--- config.mk ---
export PLATFORM = sky130hd
export DESIGN_NAME = uart_tx
export DESIGN_NICKNAME = d
export VERILOG_FILES = /design/src/source/bridge_pkg.sv /design/src/source/uart_tx.sv
export SDC_FILE = /design/constraint.sdc
export NUM_CORES = 1
export LEC_CHECK = 0
export ABC_AREA = 1
export BUFFER_PORTS_ARGS = -buffer_cell sky130_fd_sc_hd__buf_2
export CAP_MARGIN = 25
export CORE_MARGIN = 10
export CORE_UTILIZATION = 53
export CTS_CLUSTER_SIZE = 8
export DETAILED_ROUTE_END_ITERATION = 10
export GPL_ROUTABILITY_DRIVEN = 0
export HOLD_SLACK_MARGIN = 0.05
export PLACE_DENSITY = 0.81
export SETUP_SLACK_MARGIN = 0.02
export SLEW_MARGIN = 20
export SYNTH_ARGS = -nofsm -noshare
export SYNTH_HDL_FRONTEND = slang
export SYNTH_SLANG_ARGS = --single-unit
--- constraint.sdc ---
create_clock -name clock -period 1.5 [get_ports clock]
set_clock_uncertainty 0.05 [all_clocks]
set_input_delay 0.225 -clock clock [delete_from_list [all_inputs] [get_ports clock]]
set_output_delay 0.225 -clock clock [all_outputs]
set_load 0.05 [all_outputs]
--- src/source/bridge_pkg.sv ---
package bridge_pkg;

    typedef logic [7:0] byte_t;
    typedef logic [2:0] bus_addr_t;
    typedef logic [1:0] param_idx_t;
    typedef logic [4:0] cmd_idx_t;

    localparam int CLKS_PER_BIT    = 8;
    localparam int MAX_CMD_LENGTH  = 30;
    localparam int CMD_WORD_LENGTH = 11;   // Includes the trailing comma
    localparam int NUM_PARAMS      = 4;

    typedef logic [$clog2(CLKS_PER_BIT)-1:0] baud_cnt_t;

    localparam logic [8*CMD_WORD_LENGTH-1:0] CMD_WRITE = "pb_i_write,";
    localparam logic [8*CMD_WORD_LENGTH-1:0] CMD_READ  = "pb_i__read,";

    localparam byte_t CHAR_CR    = 8'h0D;
    localparam byte_t CHAR_LF    = 8'h0A;
    localparam byte_t CHAR_COMMA = 8'h2C;

    localparam int          FAIL_TEXT_LEN = 9;
    localparam logic [71:0] FAIL_TEXT     = "Failed 0x";
    localparam logic [15:0] OK_TEXT       = "OK";
    localparam byte_t       FAIL_CODE     = 8'hFE;

    typedef enum logic [1:0] {
        cmd_write,
        cmd_read,
        cmd_bad
    } cmd_kind_t;

    typedef enum logic [1:0] {
        bus_idle,
        bus_setup,
        bus_strobe,
        bus_hold
    } bus_state_t;

    typedef enum logic [1:0] {
        reply_idle,
        reply_load,
        reply_send,
        reply_wait
    } reply_state_t;

    // ASCII hex digit to nibble, anything else gives 0
    function automatic logic [3:0] hex_to_nibble(input byte_t c);
        if (c >= "0" && c <= "9") return 4'(c - "0");
        if (c >= "A" && c <= "F") return 4'(c - "A" + 8'd10);
        if (c >= "a" && c <= "f") return 4'(c - "a" + 8'd10);
        return 4'h0;
    endfunction

    function automatic byte_t nibble_to_hex(input logic [3:0] n);
        return (n < 4'd10) ? ("0" + byte_t'(n)) : ("A" + byte_t'(n) - 8'd10);
    endfunction

endpackage

--- src/source/uart_tx.sv ---
module uart_tx (
    input  logic              clock,
    input  logic              arst_n,
    input  bridge_pkg::byte_t tx_byte,
    input  logic              tx_load,
    output logic              tx_pin,
    output logic              tx_busy
);
    import bridge_pkg::*;

    logic [9:0] frame;      // Stop, data and start bit, shifted out LSB first
    baud_cnt_t  baud_cnt;
    logic [3:0] bit_cnt;

    assign tx_pin = frame[0];

    always_ff @(posedge clock or negedge arst_n) begin
        if (!arst_n) begin
            frame    <= '1;   // Line idles high
            baud_cnt <= '0;
            bit_cnt  <= '0;
            tx_busy  <= 1'b0;
        end else if (tx_load && !tx_busy) begin
            frame    <= {1'b1, tx_byte, 1'b0};
            baud_cnt <= '0;
            bit_cnt  <= '0;
            tx_busy  <= 1'b1;
        end else if (tx_busy) begin
            if (baud_cnt == baud_cnt_t'(CLKS_PER_BIT - 1)) begin
                baud_cnt <= '0;
                frame    <= {1'b1, frame[9:1]};
                if (bit_cnt == 4'd9) begin
                    tx_busy <= 1'b0;   // Stop bit done
                end else begin
                    bit_cnt <= bit_cnt + 1'b1;
                end
            end else begin
                baud_cnt <= baud_cnt + 1'b1;
            end
        end
    end

    // The reply builder must see tx_busy low before it loads
    assert property (@(posedge clock) disable iff (!arst_n) tx_load |-> !tx_busy)
        else $error("tx_load while transmitter busy");

endmodule

==> results.yml <==
floorplanning:
  initial_utilization_pct: 55.46
  core_area_um2: 1489
  die-width_um: 59.47
  ios: 13
  num_rows: 14
  die-area_um2: 3537
  dieHeight_um: 59.47
timing:
  rsz0062_at_grt: "true"
  hold_slack_ps: 82.58
  setup_slack_ps: 78.29
  maxSlewViolCount: 0
  finalSetupTns_ps: 0
  setup-violations-final: 0
  final-hold-violation-count: 0
  max-slew-margin-rel_pct: 75.78
  fmax_mhz: 703.4
  tightest_slew_ps: 363.3
  fin_crit_sh_pct: 94.78
  fin_crit_ps: 1422
route:
  topRoutingLayerUsed: "met4"
  ant_nets: 0
  num_vias: 669
  drt_first_iter_violations: 6
  wl_mm: 1.655
  wl_per_cell_um: 12.54
  drc: 0
  via_per_inst: 5.068
  wl_met3_um: 120
  first_pass_iters: 4
  wl_met2_um: 766
  wl_met1_um: 720
final_layout:
  nNetsFinal: 132
  post-route-cell-area_um2: 972.2
  n_antenna_cell: 0
  area_growth_pct: 17.73
  fin_util_pct: 65.29
  final_cells: 132
  layout-drive-gt1-share_pct: 31.03
setup_path:
  path_class: "reg2reg"
  crit_arrival_ps: 1580
  crit_path_start_kind: "register"
  crit_fanout: 5
  end_kind: "register"
  required_ps: 1660
pwr:
  irDropWorstVdd_v: 0.001008
  p_leak_nw: 0.5011
  cellPowerDensity_nw_per_um2: 1891
  finalPower_mw: 1.838
run:
  maxCapViolCount: 0
grt:
  grt_pass1_wl_mm: 2.773
  grt_antenna_before_repair: 0
  grt_pass1_vias: 646
  grt_max_degree: 18
  overflow: 0
  grt_use_total_pct: 10.13
cts:
  cts_tree: "done"
  htreeDepth: 1
  clk_pin_slew_ps: 100
  cts_buffer_depth: 2
  cts_buffers: 3
  clock_latency_ps: 300
  ctsRootBufferMaster: "clkbuf_4"
  clock-sinks: 17
place:
  port_buffers: 12
  dp_worst_setup_slack_ps: 53.32
  place_hpwl_mm: 1.195
  dp_cells: 126
  placed_cell_area_um2: 913.4
logic_synthesis:
  synth_cell_types: 16
  synthCells: 97
  syn_nets: 112
  yosys_warnings: 0
  ys_ff_latch: 17
  syn_area_um2: 825.8
  yosysSeqAreaShare_pct: 52.88
  syn_area_per_cell_um2: 8.513
status:
  outcome: "finished clean"
hold_path:
  hp-class: "in2reg"
## power by group
group | switching [mW] | total, mW | internal (mW)
logic | 0.438 | 0.724 | 0.286
registers | 0.130 | 0.863 | 0.733
clock network | 0.152 | 0.251 | 0.0996
total | 0.719 | 1.84 | 1.12
## final timing paths
path	startpoint	to	slack (ps)	depth (start not counted)
max in group asynchronous	arst_n	frame[4]	790	2
hold reg to reg	frame[7]	frame[7]	430	2
hold / removal	tx_byte[5]	frame[6]	80	3
min in group asynchronous	arst_n	bit_cnt[1]	310	2
setup reg to reg	baud_cnt[0]	frame[1]	80	5
setup / recovery	baud_cnt[0]	frame[1]	80	5
## logic make-up (layout without fill, tap and decap cells)
kind of cell,count (synthesis),count (layout),share of synthesized area (%)
compound gates,12,12,8.485
fa+ha+maj,4,4,6.061
buf+inv,10,29,4.697
flops,17,17,52.88
simple gates,54,54,27.88
## cell usage in the layout, fill, tap and decap left out, drive strengths merged
master	n
o21a	1
dfrtp	8
clkbuf	3
nor2	10
dfstp	9
o21ai	4
ha	4
nand2	35
a21oi	4
clkinv	1
nand4	1
buf	14
inv	10
nand3	8
o211ai	3
dlygate4sd3	1
## sequential cells by signal (all words and copies together), names as in the netlist
register  cells
baud_cnt      3
tx_busy       1
frame         9
bit_cnt       4
## what timing repair did
action | CTS | global route
hold endpoints to repair | 8 | 0
buffers inserted | 0 | 1
resized for setup | 0 | 6
hold buffers | 1 | 0
setup endpoints to repair | 0 | 11
## layer usage
| metal | GRT usage [%] | vias up |
|---|---|---|
| li1 | - | 348 |
| met1 | 11.69 | 298 |
| met2 | 15.30 | 19 |
| met3 | 3.863 | 4 |
| met4 | 6.230 | 0 |
| met5 | 0 | - |
## synthesized netlist by cell type
cell type | count | area [um^2]
a21oi_1 | 4 | 20.02
clkinv_2 | 1 | 5.000
dfrtp_1 | 8 | 200.2
dfstp_2 | 9 | 236.5
ha_1 | 4 | 50.05
inv_1 | 7 | 26.28
inv_2 | 2 | 7.510
nand2_1 | 31 | 116.4
nand2_2 | 3 | 18.77
nand2_4 | 1 | 11.26
nand3_1 | 8 | 40.04
nand4_1 | 1 | 6.260
nor2_1 | 10 | 37.54
o211ai_1 | 3 | 22.52
o21a_1 | 1 | 7.510
o21ai_0 | 4 | 20.02
## area by class of cell
| class | count | area (um^2) |
|---|---|---|
| Fill cell | 119 | 516.7 |
| Sequential cell | 17 | 436.7 |
| Multi-Input combinational cell | 70 | 360.3 |
| Timing Repair Buffer | 15 | 85.08 |
| Inverter | 10 | 42.54 |
| Clock buffer | 3 | 22.52 |
| Tap cell | 16 | 20.02 |
| Clock inverter | 1 | 5.005 |
## critical path: stages (launching register included)
cell and delay [ps]:
dfrtp_1 410, ha_1 210, ha_2 190, nand2_2 120, nand2_2 110, o21ai_0 250
No activity file was read; power rests on OpenSTA's default activity.
