<file path="config.mk">
export PLATFORM = sky130hd
export DESIGN_NAME = uart_rx
export DESIGN_NICKNAME = d
export VERILOG_FILES = /design/src/source/bridge_pkg.sv /design/src/source/uart_rx.sv
export SDC_FILE = /design/constraint.sdc
export NUM_CORES = 1
export LEC_CHECK = 0
export BUFFER_PORTS_ARGS = -buffer_cell sky130_fd_sc_hd__buf_2
export CORE_ASPECT_RATIO = 0.75
export CORE_MARGIN = 2
export CORE_UTILIZATION = 35
export CTS_CLUSTER_SIZE = 30
export DETAILED_ROUTE_END_ITERATION = 10
export GPL_TIMING_DRIVEN = 0
export PLACE_DENSITY = 0.53
export SLEW_MARGIN = 20
export SYNTH_ARGS = -nofsm -noshare
export SYNTH_HDL_FRONTEND = slang
export SYNTH_SLANG_ARGS = --single-unit
</file>
<file path="constraint.sdc">
create_clock -name clock -period 4.55 [get_ports clock]
set_input_delay 1.1375 -clock clock [delete_from_list [all_inputs] [get_ports clock]]
set_output_delay 1.1375 -clock clock [all_outputs]
set_load 0.02 [all_outputs]
</file>
<file path="src/source/bridge_pkg.sv">
package bridge_pkg;

    typedef logic [7:0] byte_t;
    typedef logic [2:0] bus_addr_t;
    typedef logic [1:0] param_idx_t;
    typedef logic [4:0] cmd_idx_t;

    localparam int CLKS_PER_BIT    = 8;
    localparam int MAX_CMD_LENGTH  = 30;
    localparam int CMD_WORD_LENGTH = 11;   // Includes the trailing comma
    localparam int NUM_PARAMS      = 4;

    typedef logic [$clog2(CLKS_PER_BIT)-1:0] baud_cnt_t;

    localparam logic [8*CMD_WORD_LENGTH-1:0] CMD_WRITE = "pb_i_write,";
    localparam logic [8*CMD_WORD_LENGTH-1:0] CMD_READ  = "pb_i__read,";

    localparam byte_t CHAR_CR    = 8'h0D;
    localparam byte_t CHAR_LF    = 8'h0A;
    localparam byte_t CHAR_COMMA = 8'h2C;

    localparam int          FAIL_TEXT_LEN = 9;
    localparam logic [71:0] FAIL_TEXT     = "Failed 0x";
    localparam logic [15:0] OK_TEXT       = "OK";
    localparam byte_t       FAIL_CODE     = 8'hFE;

    typedef enum logic [1:0] {
        cmd_write,
        cmd_read,
        cmd_bad
    } cmd_kind_t;

    typedef enum logic [1:0] {
        bus_idle,
        bus_setup,
        bus_strobe,
        bus_hold
    } bus_state_t;

    typedef enum logic [1:0] {
        reply_idle,
        reply_load,
        reply_send,
        reply_wait
    } reply_state_t;

    // ASCII hex digit to nibble, anything else gives 0
    function automatic logic [3:0] hex_to_nibble(input byte_t c);
        if (c >= "0" && c <= "9") return 4'(c - "0");
        if (c >= "A" && c <= "F") return 4'(c - "A" + 8'd10);
        if (c >= "a" && c <= "f") return 4'(c - "a" + 8'd10);
        return 4'h0;
    endfunction

    function automatic byte_t nibble_to_hex(input logic [3:0] n);
        return (n < 4'd10) ? ("0" + byte_t'(n)) : ("A" + byte_t'(n) - 8'd10);
    endfunction

endpackage

</file>
<file path="src/source/uart_rx.sv">
module uart_rx (
    input  logic              clock,
    input  logic              arst_n,
    input  logic              rx_pin,
    output bridge_pkg::byte_t rx_byte,
    output logic              rx_valid
);
    import bridge_pkg::*;

    typedef enum logic [1:0] {
        rx_idle,
        rx_start,
        rx_data,
        rx_stop
    } rx_state_t;

    rx_state_t  state;
    logic [1:0] rx_sync;   // Two-flop synchronizer
    logic       rx_line;
    baud_cnt_t  baud_cnt;
    logic [2:0] bit_cnt;
    logic       bit_end;

    assign rx_line  = rx_sync[1];
    assign bit_end  = (baud_cnt == baud_cnt_t'(CLKS_PER_BIT - 1));
    assign rx_valid = (state == rx_stop) && bit_end && rx_line;   // Good stop bit only

    always_ff @(posedge clock or negedge arst_n) begin
        if (!arst_n) begin
            rx_sync  <= 2'b11;
            state    <= rx_idle;
            baud_cnt <= '0;
            bit_cnt  <= '0;
        end else begin
            rx_sync <= {rx_sync[0], rx_pin};
            case (state)
                rx_idle: begin
                    baud_cnt <= '0;
                    if (!rx_line) state <= rx_start;
                end
                rx_start: begin
                    if (baud_cnt == baud_cnt_t'(CLKS_PER_BIT / 2 - 1)) begin
                        baud_cnt <= '0;
                        bit_cnt  <= '0;
                        state    <= rx_line ? rx_idle : rx_data;   // Glitch check at mid bit
                    end else begin
                        baud_cnt <= baud_cnt + 1'b1;
                    end
                end
                rx_data: begin
                    baud_cnt <= baud_cnt + 1'b1;
                    if (bit_end) begin
                        bit_cnt <= bit_cnt + 1'b1;
                        if (bit_cnt == 3'd7) state <= rx_stop;
                    end
                end
                rx_stop: begin
                    baud_cnt <= baud_cnt + 1'b1;
                    if (bit_end) state <= rx_idle;
                end
            endcase
        end
    end

    // LSB arrives first
    always_ff @(posedge clock) begin
        if (state == rx_data && bit_end) rx_byte <= {rx_line, rx_byte[7:1]};
    end

    assert property (@(posedge clock) disable iff (!arst_n) rx_valid |=> !rx_valid)
        else $error("rx_valid held for more than one cycle");

endmodule

</file>
==> impl_metrics.tcl <==
set metrics [dict create \
    rr_startpoint "baud_cnt[0]$_DFF_PN0_" \
    ys_seq_area_frac 0.644 \
    combPwrFrac 0.274 \
    ff_latch_area_um2 493 \
    max_slew.worst_pin.slew_ns 0.309 \
    place.gp.congestion 0.713 \
    postCtsSetupRepairBufs 0 \
    cpPeakStageDelay_ns 0.37 \
    endpoint_kind "primary output" \
    switchingPower_w 0.000131 \
    setup_tns_ns 0 \
    first_global_vias 395 \
    synth_area_leaders "edfxtp_1 31%, dfrtp_1 26%, ha_1 11%, dfstp_2 6.9%, nand2_1 3.9%" \
    period_share 0.579 \
    die_w_um 58.0 \
    grt_overflow 0 \
    drive_gt1_frac 0.300 \
    yosysWarnings 0 \
    vdd_drop_max_uv 209 \
    syn_inst 55 \
    cp_cell_sequence "ha_1, ha_1, nand2_1, nor2_1, buf_2" \
    synth_enable_flop_cells 8 \
    rsz0062_at_grt "false" \
    cts-resized-gates 0 \
    first_pass_iters 4 \
    wire_per_inst_um 11.5 \
    required_ns 3.41 \
    vias_per_cell 4.50 \
    whs_endpoint "rx_sync[1]$_DFF_PN1_" \
    ys_seq_elements 18 \
    hold_class "flip-flop to flip-flop" \
    root_buffer "clkbuf_4" \
    cp-start-kind "flip-flop" \
    slowest_stage "dfrtp_1" \
    multi_input_area_um2 249 \
    vias 423 \
    skew_ns 0.00268 \
    finalMaxSlewViolations 0 \
    final_nets 81 \
    pwr-share-seq 0.505 \
    grt_max_degree 11 \
    arrival_ns 1.50 \
    io_pins 12 \
    grt_use_total 0.104 \
    grt_antenna_before_repair 0 \
    netSwitchingFraction 0.301 \
    grt_pass1_wl_um 1910 \
    synth.top_cell.area_share 0.314 \
    status "finished clean" \
    fmax_mhz 379 \
    rows 14 \
    min_from "rx_sync[0]$_DFF_PN1_" \
    cts_sinks 18 \
    numCtsBuffers 3 \
    die_h_um 44.5 \
    dpl_cell_area_um2 851 \
    cts_max_level 1 \
    clkLatencyLatePin_ns 0.29 \
    drt_iter0_drc 14 \
    yosysTopAreaCell "edfxtp_1" \
    min_period_ns 2.64 \
    worstReg2RegEnd "rx_byte[0]$_DFFE_PP_" \
    fin_area_um2 887 \
    io_buffers 11 \
    drt-total-wl_um 1080 \
    areaGrowthSynthToFinish_pct 15.8 \
    design_power_total_w 0.000434 \
    p_int_w 0.000303 \
    fin_util 0.437 \
    n_antenna_cell 0 \
    power_density_nw_per_um2 489 \
    start_util 0.377 \
    hold_buffers 0 \
    critPathMaxFanout 4 \
    p_leak_nw 0.405 \
    ant_nets 0 \
    power_frac_clock 0.221 \
    syn_nets 65 \
    drt_drc_violations_left 0 \
    worstSetupPathType "flip-flop to primary output" \
    dp_hpwl_um 801 \
    maxCapViolCount 0 \
    synth_ff_type "edfxtp_1" \
    ys_types 18 \
    synthTopCellsByCount "8 x dfrtp_1, 8 x edfxtp_1, 8 x nand2_1" \
    async_flop_share 0.556 \
    relSlewSlack 0.794 \
    finalSetupViolCount 0 \
    clockBufferDepth 2 \
    ff2ff_path_depth 5 \
    crit_path_frequent_cell "ha_1" \
    hold_viol 0 \
    synth_area_um2 766 \
    syn_area_per_cell_um2 13.9 \
    fillers 190 \
    coreArea_um2 2030 \
    hold_depth 0 \
    die_area_um2 2580 \
    regToRegSetupSlack_ns 2.76 \
    clkSlewWorstSetupHoldPaths_ns 0.10 \
    cts_tree "built" \
]
final cells by class:
type | count | area share
buffer | 1 | 0.00564
clock buffer | 4 | 0.0409
inverter | 5 | 0.0212
multi-input combinational | 31 | 0.281
sequential | 18 | 0.556
tap | 24 | 0.0339
timing repair buffer | 11 | 0.0621
power groups by stage:
stage	logic, W	clock network, W	registers (W)
6_report	0.000119	0.0000957	0.000219
4_1_cts	0.000120	0.000101	0.000220
3_5_place_dp	0.000120	0	0.000223
5_1_grt	0.000138	0.000105	0.000224
3_3_place_gp	0.000117	0	0.000222
2_1_floorplan	0.0000953	0	0.000219
state kept, by name, summed over array words and instances, names as in the netlist, named ones only:
name	cells
baud_cnt	3
bit_cnt	3
rx_byte	8
rx_sync	2
state	1
cells by family after synthesis:
group,Yosys count,share of synthesized area
adder cells (fa/ha/maj),7,0.114
AND/OR/NAND/NOR,13,0.0735
AO/OA/AOI/OAI,8,0.0817
multiplexers,3,0.0556
buffers and inverters,6,0.0310
flip-flops,18,0.644
worst max path at each step:
stage,start,endpoint,slack [ns],cells after the start
global placement,baud_cnt[0]$_DFF_PN0_,rx_valid,2.25,5
detailed placement,baud_cnt[0]$_DFF_PN0_,rx_valid,2.25,5
global route,baud_cnt[0]$_DFF_PN0_,rx_valid,1.80,5
CTS,baud_cnt[0]$_DFF_PN0_,rx_valid,1.90,5
floorplan,baud_cnt[0]$_DFF_PN0_,rx_valid,2.31,4
finish,baud_cnt[0]$_DFF_PN0_,rx_valid,1.91,5
layer usage:
| layer | up-vias | share of wire | global-route usage |
|---|---|---|---|
| met5 | - | 0 | 0 |
| met4 | 0 | 0 | 0.0140 |
| met3 | 0 | 0.059 | 0.0614 |
| met2 | 9 | 0.39 | 0.123 |
| met1 | 192 | 0.55 | 0.160 |
| li1 | 222 | - | - |
worst max-delay path: cells and delay by family (launching register included):
kind | cells | cell delay (ns)
adders and majority gates | 2 | 0.47
and+or+nand+nor | 2 | 0.20
DFF | 1 | 0.37
buffers and inverters | 1 | 0.17
cells in the final DEF, fill, tap and decap left out, drive strengths merged, types with 3 or more instances in the layout:
cell     n
edfxtp   8
ha       7
clkbuf   4
nand2    8
inv      5
buf     12
nor2     3
dfrtp    8
through the flow:
stage / cells / hold WS (ns) / setup slack, ns
3_5_place_dp: 90 / 0.351 / 2.25
2_1_floorplan: 55 / 0.345 / 2.31
5_1_grt: 94 / 0.367 / 1.80
6_report: 94 / 0.364 / 1.91
3_3_place_gp: 90 / 0.348 / 2.25
4_1_cts: 94 / 0.367 / 1.90
(Power assumes the default switching activity.)
