[src/source/bridge_pkg.sv]
package bridge_pkg;

    typedef logic [7:0] byte_t;
    typedef logic [2:0] bus_addr_t;
    typedef logic [1:0] param_idx_t;
    typedef logic [4:0] cmd_idx_t;

    localparam int CLKS_PER_BIT    = 8;
    localparam int MAX_CMD_LENGTH  = 30;
    localparam int CMD_WORD_LENGTH = 11;   // Includes the trailing comma
    localparam int NUM_PARAMS      = 4;

    typedef logic [$clog2(CLKS_PER_BIT)-1:0] baud_cnt_t;

    localparam logic [8*CMD_WORD_LENGTH-1:0] CMD_WRITE = "pb_i_write,";
    localparam logic [8*CMD_WORD_LENGTH-1:0] CMD_READ  = "pb_i__read,";

    localparam byte_t CHAR_CR    = 8'h0D;
    localparam byte_t CHAR_LF    = 8'h0A;
    localparam byte_t CHAR_COMMA = 8'h2C;

    localparam int          FAIL_TEXT_LEN = 9;
    localparam logic [71:0] FAIL_TEXT     = "Failed 0x";
    localparam logic [15:0] OK_TEXT       = "OK";
    localparam byte_t       FAIL_CODE     = 8'hFE;

    typedef enum logic [1:0] {
        cmd_write,
        cmd_read,
        cmd_bad
    } cmd_kind_t;

    typedef enum logic [1:0] {
        bus_idle,
        bus_setup,
        bus_strobe,
        bus_hold
    } bus_state_t;

    typedef enum logic [1:0] {
        reply_idle,
        reply_load,
        reply_send,
        reply_wait
    } reply_state_t;

    // ASCII hex digit to nibble, anything else gives 0
    function automatic logic [3:0] hex_to_nibble(input byte_t c);
        if (c >= "0" && c <= "9") return 4'(c - "0");
        if (c >= "A" && c <= "F") return 4'(c - "A" + 8'd10);
        if (c >= "a" && c <= "f") return 4'(c - "a" + 8'd10);
        return 4'h0;
    endfunction

    function automatic byte_t nibble_to_hex(input logic [3:0] n);
        return (n < 4'd10) ? ("0" + byte_t'(n)) : ("A" + byte_t'(n) - 8'd10);
    endfunction

endpackage

[src/source/reply_builder.sv]
module reply_builder (
    input  logic                  clock,
    input  logic                  arst_n,
    input  logic                  cmd_start,
    input  bridge_pkg::cmd_kind_t cmd_kind,
    input  logic                  seq_done,
    input  bridge_pkg::byte_t     read_data [bridge_pkg::NUM_PARAMS],
    input  logic                  tx_busy,
    output bridge_pkg::byte_t     tx_byte,
    output logic                  tx_load,
    output logic                  cmd_done
);
    import bridge_pkg::*;

    reply_state_t state;
    cmd_kind_t    kind_q;
    logic [4:0]   char_idx;
    logic [4:0]   last_idx;
    byte_t        cur_char;

    always_comb begin
        case (kind_q)
            cmd_bad:   last_idx = 5'(FAIL_TEXT_LEN + 3);
            cmd_write: last_idx = 5'(CMD_WORD_LENGTH + 3);
            default:   last_idx = 5'(CMD_WORD_LENGTH + 2 * NUM_PARAMS + 1);
        endcase
    end

    // Character at char_idx, LF closes every reply
    always_comb begin
        int    pos;
        int    rel;
        byte_t src;
        pos      = int'(char_idx);
        rel      = 0;
        src      = FAIL_CODE;
        cur_char = CHAR_LF;
        if (kind_q == cmd_bad) begin
            rel = pos - FAIL_TEXT_LEN;
            if (pos < FAIL_TEXT_LEN) begin
                cur_char = FAIL_TEXT[8*(FAIL_TEXT_LEN-1-pos) +: 8];
            end else if (rel < 2) begin
                cur_char = nibble_to_hex(rel[0] ? src[3:0] : src[7:4]);
            end else if (rel == 2) begin
                cur_char = CHAR_CR;
            end
        end else if (pos < CMD_WORD_LENGTH) begin
            cur_char = (kind_q == cmd_write) ? CMD_WRITE[8*(CMD_WORD_LENGTH-1-pos) +: 8]
                                             : CMD_READ[8*(CMD_WORD_LENGTH-1-pos) +: 8];
        end else begin
            rel = pos - CMD_WORD_LENGTH;
            if (kind_q == cmd_write) begin
                if (rel < 2) cur_char = OK_TEXT[8*(1-rel) +: 8];
                else if (rel == 2) cur_char = CHAR_CR;
            end else if (rel < 2 * NUM_PARAMS) begin
                src      = read_data[rel / 2];   // Byte 0 first, high nibble first
                cur_char = nibble_to_hex(rel[0] ? src[3:0] : src[7:4]);
            end else if (rel == 2 * NUM_PARAMS) begin
                cur_char = CHAR_CR;
            end
        end
    end

    always_ff @(posedge clock or negedge arst_n) begin
        if (!arst_n) begin
            state    <= reply_idle;
            kind_q   <= cmd_bad;
            char_idx <= '0;
            tx_load  <= 1'b0;
            cmd_done <= 1'b0;
        end else begin
            tx_load  <= 1'b0;
            cmd_done <= 1'b0;
            case (state)
                reply_idle: begin
                    if (seq_done || (cmd_start && cmd_kind == cmd_bad)) begin
                        kind_q   <= cmd_kind;
                        char_idx <= '0;
                        state    <= reply_load;
                    end
                end
                reply_load: begin
                    if (!tx_busy) begin
                        tx_load <= 1'b1;
                        state   <= reply_send;
                    end
                end
                reply_send: begin   // tx_busy not yet up in this cycle
                    if (char_idx == last_idx) begin
                        cmd_done <= 1'b1;
                        state    <= reply_idle;
                    end else begin
                        char_idx <= char_idx + 1'b1;
                        state    <= reply_wait;
                    end
                end
                reply_wait: begin
                    if (!tx_busy) state <= reply_load;
                end
            endcase
        end
    end

    always_ff @(posedge clock) begin
        if (state == reply_load && !tx_busy) tx_byte <= cur_char;
    end

endmodule

[config.mk]
export PLATFORM = sky130hd
export DESIGN_NAME = reply_builder
export DESIGN_NICKNAME = d
export VERILOG_FILES = /design/src/source/bridge_pkg.sv /design/src/source/reply_builder.sv
export SDC_FILE = /design/constraint.sdc
export NUM_CORES = 1
export LEC_CHECK = 0
export BUFFER_PORTS_ARGS = -buffer_cell sky130_fd_sc_hd__buf_2
export CAP_MARGIN = 20
export CELL_PAD_IN_SITES_DETAIL_PLACEMENT = 0
export CELL_PAD_IN_SITES_GLOBAL_PLACEMENT = 1
export CORE_MARGIN = 1.5
export CORE_UTILIZATION = 44
export CTS_BUF_LIST = sky130_fd_sc_hd__clkbuf_16
export DETAILED_ROUTE_END_ITERATION = 10
export GPL_TIMING_DRIVEN = 0
export MAX_ROUTING_LAYER = met4
export PLACE_DENSITY_LB_ADDON = 0.1
export SLEW_MARGIN = 0
export SYNTH_ARGS = -nofsm -noshare
export SYNTH_HDL_FRONTEND = slang
export SYNTH_SLANG_ARGS = --single-unit
[constraint.sdc]
create_clock -name clock -period 8 [get_ports clock]
set_input_delay 0.4 -clock clock [delete_from_list [all_inputs] [get_ports clock]]
set_output_delay 0.4 -clock clock [all_outputs]
set_load 0.05 [all_outputs]
==> impl_metrics.tcl, run 1 <==
set metrics [dict create \
    ys_warn_count 0 \
    crit_chain "buf_6 > buf_4 > inv_1 > clkbuf_1 > ha_1 > ha_1 > mux4_1 > mux2i_1 > ha_1 > o21a_1 > nor2_1 > a221oi_1 > a31oi_1" \
    period_needed_ns 4.23 \
    p_leak_nw 1.15 \
    clk_pin_slew_ns 0.06 \
    min_period_over_period 0.529 \
    nets 393 \
    wl_per_cell_um 16.1 \
    die_area_mm2 0.00576 \
    row_count 26 \
    cts_hold_buf 0 \
    syn2layout_area_growth_pct 17.2 \
    cts_root_buf "clkbuf_16" \
    drt-vias-per-instance 6.01 \
    via_count 2481 \
    cts.sinks 18 \
    drt_iter0_markers 245 \
    finalSetupViolCount 0 \
    grt_pass1_vias 2203 \
    final_cell_mix "48 x buf_2, 33 x o21ai_0, 30 x a21oi_1, 25 x nand2_1, 20 x nor2_1" \
    die_x_um 75.9 \
    maxCapViolations 0 \
    syn_area_mm2 0.00234 \
    synth_cell_types 64 \
    outcome "complete, no violations" \
    clock_latency_ns 0.25 \
    antenna_found_initial 0 \
    powerDensity_mw_per_mm2 404 \
    io_buffer_count 47 \
    hold_viol_final 0 \
    postRouteAntennaNets 0 \
    cpMostUsedCell "ha_1" \
    grt_pass1_wl_um 10600 \
    hpwl_um 5090 \
    clockBufferDepth 2 \
    worstRegToRegCells 13 \
    cts_setup_buffers 0 \
    grt_usage 0.250 \
    fin_tns_setup_ns 0 \
    peakVddDrop_mv 0.212 \
    drive_above_1_share 0.210 \
    synth_ff_type "dfrtp_1" \
    synth_nets 341 \
    core_mm2 0.00511 \
    synth-edff-count 7 \
    r2r_end "tx_byte[6]" \
    timing.critical_path.buf_inv 4 \
    start_util 0.457 \
    numCtsBuffers 3 \
    rsz0062_at_grt "false" \
    dp_cells 409 \
    pre_cts_slack_ns 3.85 \
    gr-total-overflow 0 \
    cp_slowest_stage_delay_ns 0.58 \
    ys_seq_elements 18 \
    max_slew_margin 0.461 \
    cts_resized 0 \
    critical_path_arrival_ns 4.21 \
    wl_um 6630 \
    cts_tree "built" \
    final_area_mm2 0.00274 \
    fin_skew_ns 0.00535 \
    cts_htree_levels 1 \
    async_flop_share 0.611 \
    multi_input_area_mm2 0.00165 \
    post_dp_cell_area_mm2 0.00266 \
    final_common_cell "buf_2" \
    slowest_stage "mux4_1" \
    antennaDiodeCount 0 \
    num_io_pins 49 \
    r2r_start "char_idx[0]" \
    path_delay_family "adder cells" \
    max_freq_ghz 0.236 \
    register_area_um2 487 \
    crit_required_ns 7.97 \
    p_total_mw 1.11 \
    die_h_um 75.9 \
    r2r_setup_slack_ns 3.77 \
    drt_pass1_iterations 5 \
    drc 0 \
    gp_congestion 0.958 \
    grt_max_degree 12 \
    critPathLaunchType "register" \
    worst_pin_slew_ns 0.806 \
    path_max_fanout 10 \
    syn_inst 292 \
    fillers 505 \
    avgSynthCellArea_um2 8.00 \
    final_cells 413 \
    critPathKind "register to register" \
    ys_seq_area_frac 0.208 \
    worst_setup_path_end_kind "register" \
    hold_class "input pin to asynchronous set/reset pin" \
    slew_violations 0 \
    fin_ws_ns 3.77 \
]
[kinds of logic (layout without fill, tap and decap cells)]
kind of cell / after synthesis / count (layout) / synth area share
xor gates and xnor gates: 8 / 8 / 0.0461
buffers and inverters: 33 / 84 / 0.0841
muxes: 21 / 21 / 0.122
DFF: 18 / 18 / 0.208
AOI/OAI and AO/OA: 111 / 111 / 0.295
and+or+nand+nor: 90 / 90 / 0.190
adders and majority gates: 10 / 10 / 0.0536
other: 1 / 1 / 0.00161
[synth_stat cells (6+ instances only)]
cell | number | area share
ha_1 | 10 | 0.054
edfxtp_1 | 7 | 0.090
mux2i_1 | 15 | 0.064
o211ai_1 | 6 | 0.019
inv_1 | 8 | 0.013
nor3_1 | 9 | 0.019
o21ai_0 | 33 | 0.071
a31oi_1 | 6 | 0.016
dfrtp_1 | 10 | 0.11
nand2_1 | 25 | 0.040
nor2b_1 | 10 | 0.027
nor2_1 | 20 | 0.032
a21oi_1 | 30 | 0.064
clkbuf_1 | 10 | 0.016
[layout make-up]
type	instances	share of cell area
Multi-Input combinational cell	241	0.604
Sequential cell	18	0.178
Timing Repair Buffer	47	0.0859
Buffer	21	0.0484
Tap cell	70	0.0320
Clock buffer	3	0.0274
Inverter	12	0.0233
Clock inverter	1	0.00137
[per-stage QoR]
stage,util,hold slack [ns]
after floorplan,-,0.104
after global placement,0.521,0.282
after detailed placement,0.521,0.281
after CTS,0.536,0.0124
after global routing,0.536,0.0320
final,0.536,0.00626
[layer usage]
metal / vias to the layer above / routed length (µm) / share of wire / GRT usage
met4: 0 / 228 / 0.034 / 0.0675
met5: - / 0 / 0 / -
met1: 1134 / 2970 / 0.45 / 0.345
met2: 122 / 3000 / 0.45 / 0.388
li1: 1203 / - / - / -
met3: 22 / 432 / 0.065 / 0.0291
[how the worst max path moves through the flow]
stage | start | end | slack, ns | cells past startpoint
floorplan | char_idx[0] | tx_byte[6] | 4.51 | 13
global placement | char_idx[0] | tx_byte[6] | 3.81 | 13
detailed placement | char_idx[0] | tx_byte[6] | 3.85 | 13
CTS | char_idx[0] | tx_byte[6] | 3.82 | 13
global route | char_idx[0] | tx_byte[6] | 3.68 | 13
finish | char_idx[0] | tx_byte[6] | 3.77 | 13
[power breakdown]
part | switching [mW] | total (mW) | internal (mW) | leakage, nW
combinational | 0.503 | 0.840 | 0.338 | 0.901
sequential | 0.0197 | 0.164 | 0.144 | 0.206
clock | 0.0356 | 0.102 | 0.0665 | 0.0423
total | 0.558 | 1.11 | 0.548 | 1.15
[registers in the layout, summed over array words and instances, names as in the netlist]
| name | count |
|---|---|
| tx_byte | 7 |
| char_idx | 5 |
| kind_q | 2 |
| state | 2 |
| cmd_done | 1 |
| tx_load | 1 |
No activity file was read; power rests on OpenSTA's default activity.
==> inputs of run 2 (changes only) <==
--- a/config.mk
+++ b/config.mk
@@ -10,7 +10,7 @@
 export CELL_PAD_IN_SITES_DETAIL_PLACEMENT = 0
 export CELL_PAD_IN_SITES_GLOBAL_PLACEMENT = 1
 export CORE_MARGIN = 1.5
-export CORE_UTILIZATION = 44
+export CORE_UTILIZATION = 41
 export CTS_BUF_LIST = sky130_fd_sc_hd__clkbuf_16
 export DETAILED_ROUTE_END_ITERATION = 10
 export GPL_TIMING_DRIVEN = 0
==> constraint.sdc (replaced) <==
create_clock -name clock -period 3.9 [get_ports clock]
set_input_delay 0.195 -clock clock [delete_from_list [all_inputs] [get_ports clock]]
set_output_delay 0.195 -clock clock [all_outputs]
set_load 0.05 [all_outputs]
==> run 2 against run 1 <==
Via count decreased by 0.44%. Clock power up 120%. Final area increased by 1.6%. Power is 110% higher. Sequential power grew 110%.
==> impl_metrics.tcl, run 2 (synthesis results as in run 1) <==
set metrics [dict create \
    outcome "complete, no violations" \
    die_x_um 78.5 \
    slew_violations 0 \
    numCtsBuffers 3 \
    drt_pass1_iterations 5 \
    row_count 27 \
    grt_pass1_vias 2419 \
    cts_tree "built" \
    r2r_end "tx_byte[6]" \
    grt_pass1_wl_um 11700 \
    r2r_start "char_idx[1]" \
    nets 394 \
    clockBufferDepth 2 \
    final_cell_mix "48 x buf_2, 33 x o21ai_0, 30 x a21oi_1, 25 x nand2_1, 20 x nor2_1" \
    rsz0062_at_grt "false" \
    num_io_pins 49 \
    drive_above_1_share 0.238 \
    path_max_fanout 10 \
    period_needed_ns 3.73 \
    fillers 566 \
    critical_path_arrival_ns 3.71 \
    hold_class "input pin to register" \
    gp_congestion 0.901 \
    antenna_found_initial 0 \
    max_freq_ghz 0.268 \
    pre_cts_slack_ns -0.362 \
    peakVddDrop_mv 0.388 \
    critPathKind "register to register" \
    maxCapViolations 0 \
    p_leak_nw 1.16 \
    drc 0 \
    drt-vias-per-instance 5.94 \
    wl_per_cell_um 16.6 \
    gr-total-overflow 0 \
    via_count 2470 \
    clock_latency_ns 0.26 \
    crit_required_ns 3.88 \
    startpoint "char_idx[1]" \
    io_buffer_count 47 \
    finalSetupViolCount 0 \
    hold_viol_final 0 \
    syn2layout_area_growth_pct 19.1 \
    max_slew_margin 0.462 \
    cts_root_buf "clkbuf_16" \
    cts.sinks 18 \
    worst_setup_path_end_kind "register" \
    hpwl_um 5300 \
    core_mm2 0.00551 \
    postRouteAntennaNets 0 \
    start_util 0.424 \
    r2r_setup_slack_ns 0.17 \
    fin_ws_ns 0.168 \
    worstRegToRegCells 11 \
    die_area_mm2 0.00616 \
    powerDensity_mw_per_mm2 836 \
    endpoint "tx_byte[6]" \
    die_h_um 78.5 \
    critPathLaunchType "register" \
    fin_skew_ns 0.00261 \
    fin_tns_setup_ns 0 \
    regMostFlops "tx_byte" \
    reg_top3 "tx_byte (7), char_idx (5)" \
    hold_slack_ns 0.192 \
    drt_iter0_markers 209 \
    cts_htree_levels 1 \
    worst_pin_slew_ns 0.787 \
    hp-start "cmd_kind[1]" \
    p_total_mw 2.33 \
    clk_pin_slew_ns 0.06 \
    wl_um 6920 \
    grt_usage 0.248 \
    largest_register_ff_count 7 \
    min_period_over_period 0.957 \
    grt_max_degree 12 \
    antennaDiodeCount 0 \
    final_common_cell "buf_2" \
]
-- run 2: cell types whose count changed in the layout (fill, tap and decap cells not counted), sizes merged --
cell         delta
clkbuf          -1
dlygate4sd3     +1
inv             -1
clkinvlp        +1
buf             +1
-- run 2: worst min-delay path by stage --
stage	to	slack [ns]	depth (start not counted)
detailed placement	tx_load	0.08	1
global route	kind_q[0]	0.23	3
CTS	kind_q[0]	0.19	3
floorplan	char_idx[0]	-0.10	0
finish	kind_q[1]	0.19	3
global placement	tx_load	0.08	1
-- run 2: per-stage QoR --
| stage | util | cells | cell area, µm² |
|---|---|---|---|
| after detailed placement | 0.483 | 411 | 2660 |
| after CTS | 0.503 | 416 | 2770 |
| after global placement | 0.483 | 411 | 2660 |
| final | 0.505 | 416 | 2780 |
| after floorplan | - | 292 | 2340 |
| after global routing | 0.505 | 416 | 2780 |
-- run 2: layer usage --
layer	part of all wire	global-route usage	vias up
li1	-	-	1200
met4	0.020	0.0875	0
met2	0.48	0.413	95
met3	0.050	0.0302	11
met5	0	-	-
met1	0.45	0.311	1164
-- run 2: repair_timing --
item / 4_1_cts / 5_1_grt
hold buffers: 1 / 0
setup buffers: 1 / 0
endpoints found under the setup margin: 5 / 3
resized for setup: 5 / 7
gates cloned: 0 / 0
endpoints found under the hold margin: 10 / 0
-- run 2: report_power, final --
group	total (mW)	internal, mW	switching [mW]
clock network	0.220	0.137	0.0823
logic	1.77	0.720	1.05
registers	0.339	0.296	0.0429
-- run 2: layout make-up --
cell class / count / area [µm²] / area share
buffer: 20 / 138 / 0.0495
clock buffer: 3 / 75.1 / 0.0270
clock inverter: 1 / 3.75 / 0.00135
inverter: 12 / 67.6 / 0.0243
multi-input combinational: 241 / 1670 / 0.600
sequential: 18 / 487 / 0.175
tap: 72 / 90.1 / 0.0324
timing repair buffer: 49 / 253 / 0.0908
-- run 2: critical path: stages, from the launching register on --
cell	delay (ns)
dfrtp_1	0.52
clkbuf_2	0.32
inv_1	0.12
ha_1	0.37
ha_2	0.43
mux4_1	0.59
mux2i_2	0.23
ha_1	0.23
o21a_1	0.14
nor2_1	0.06
a221oi_2	0.35
a31oi_1	0.08
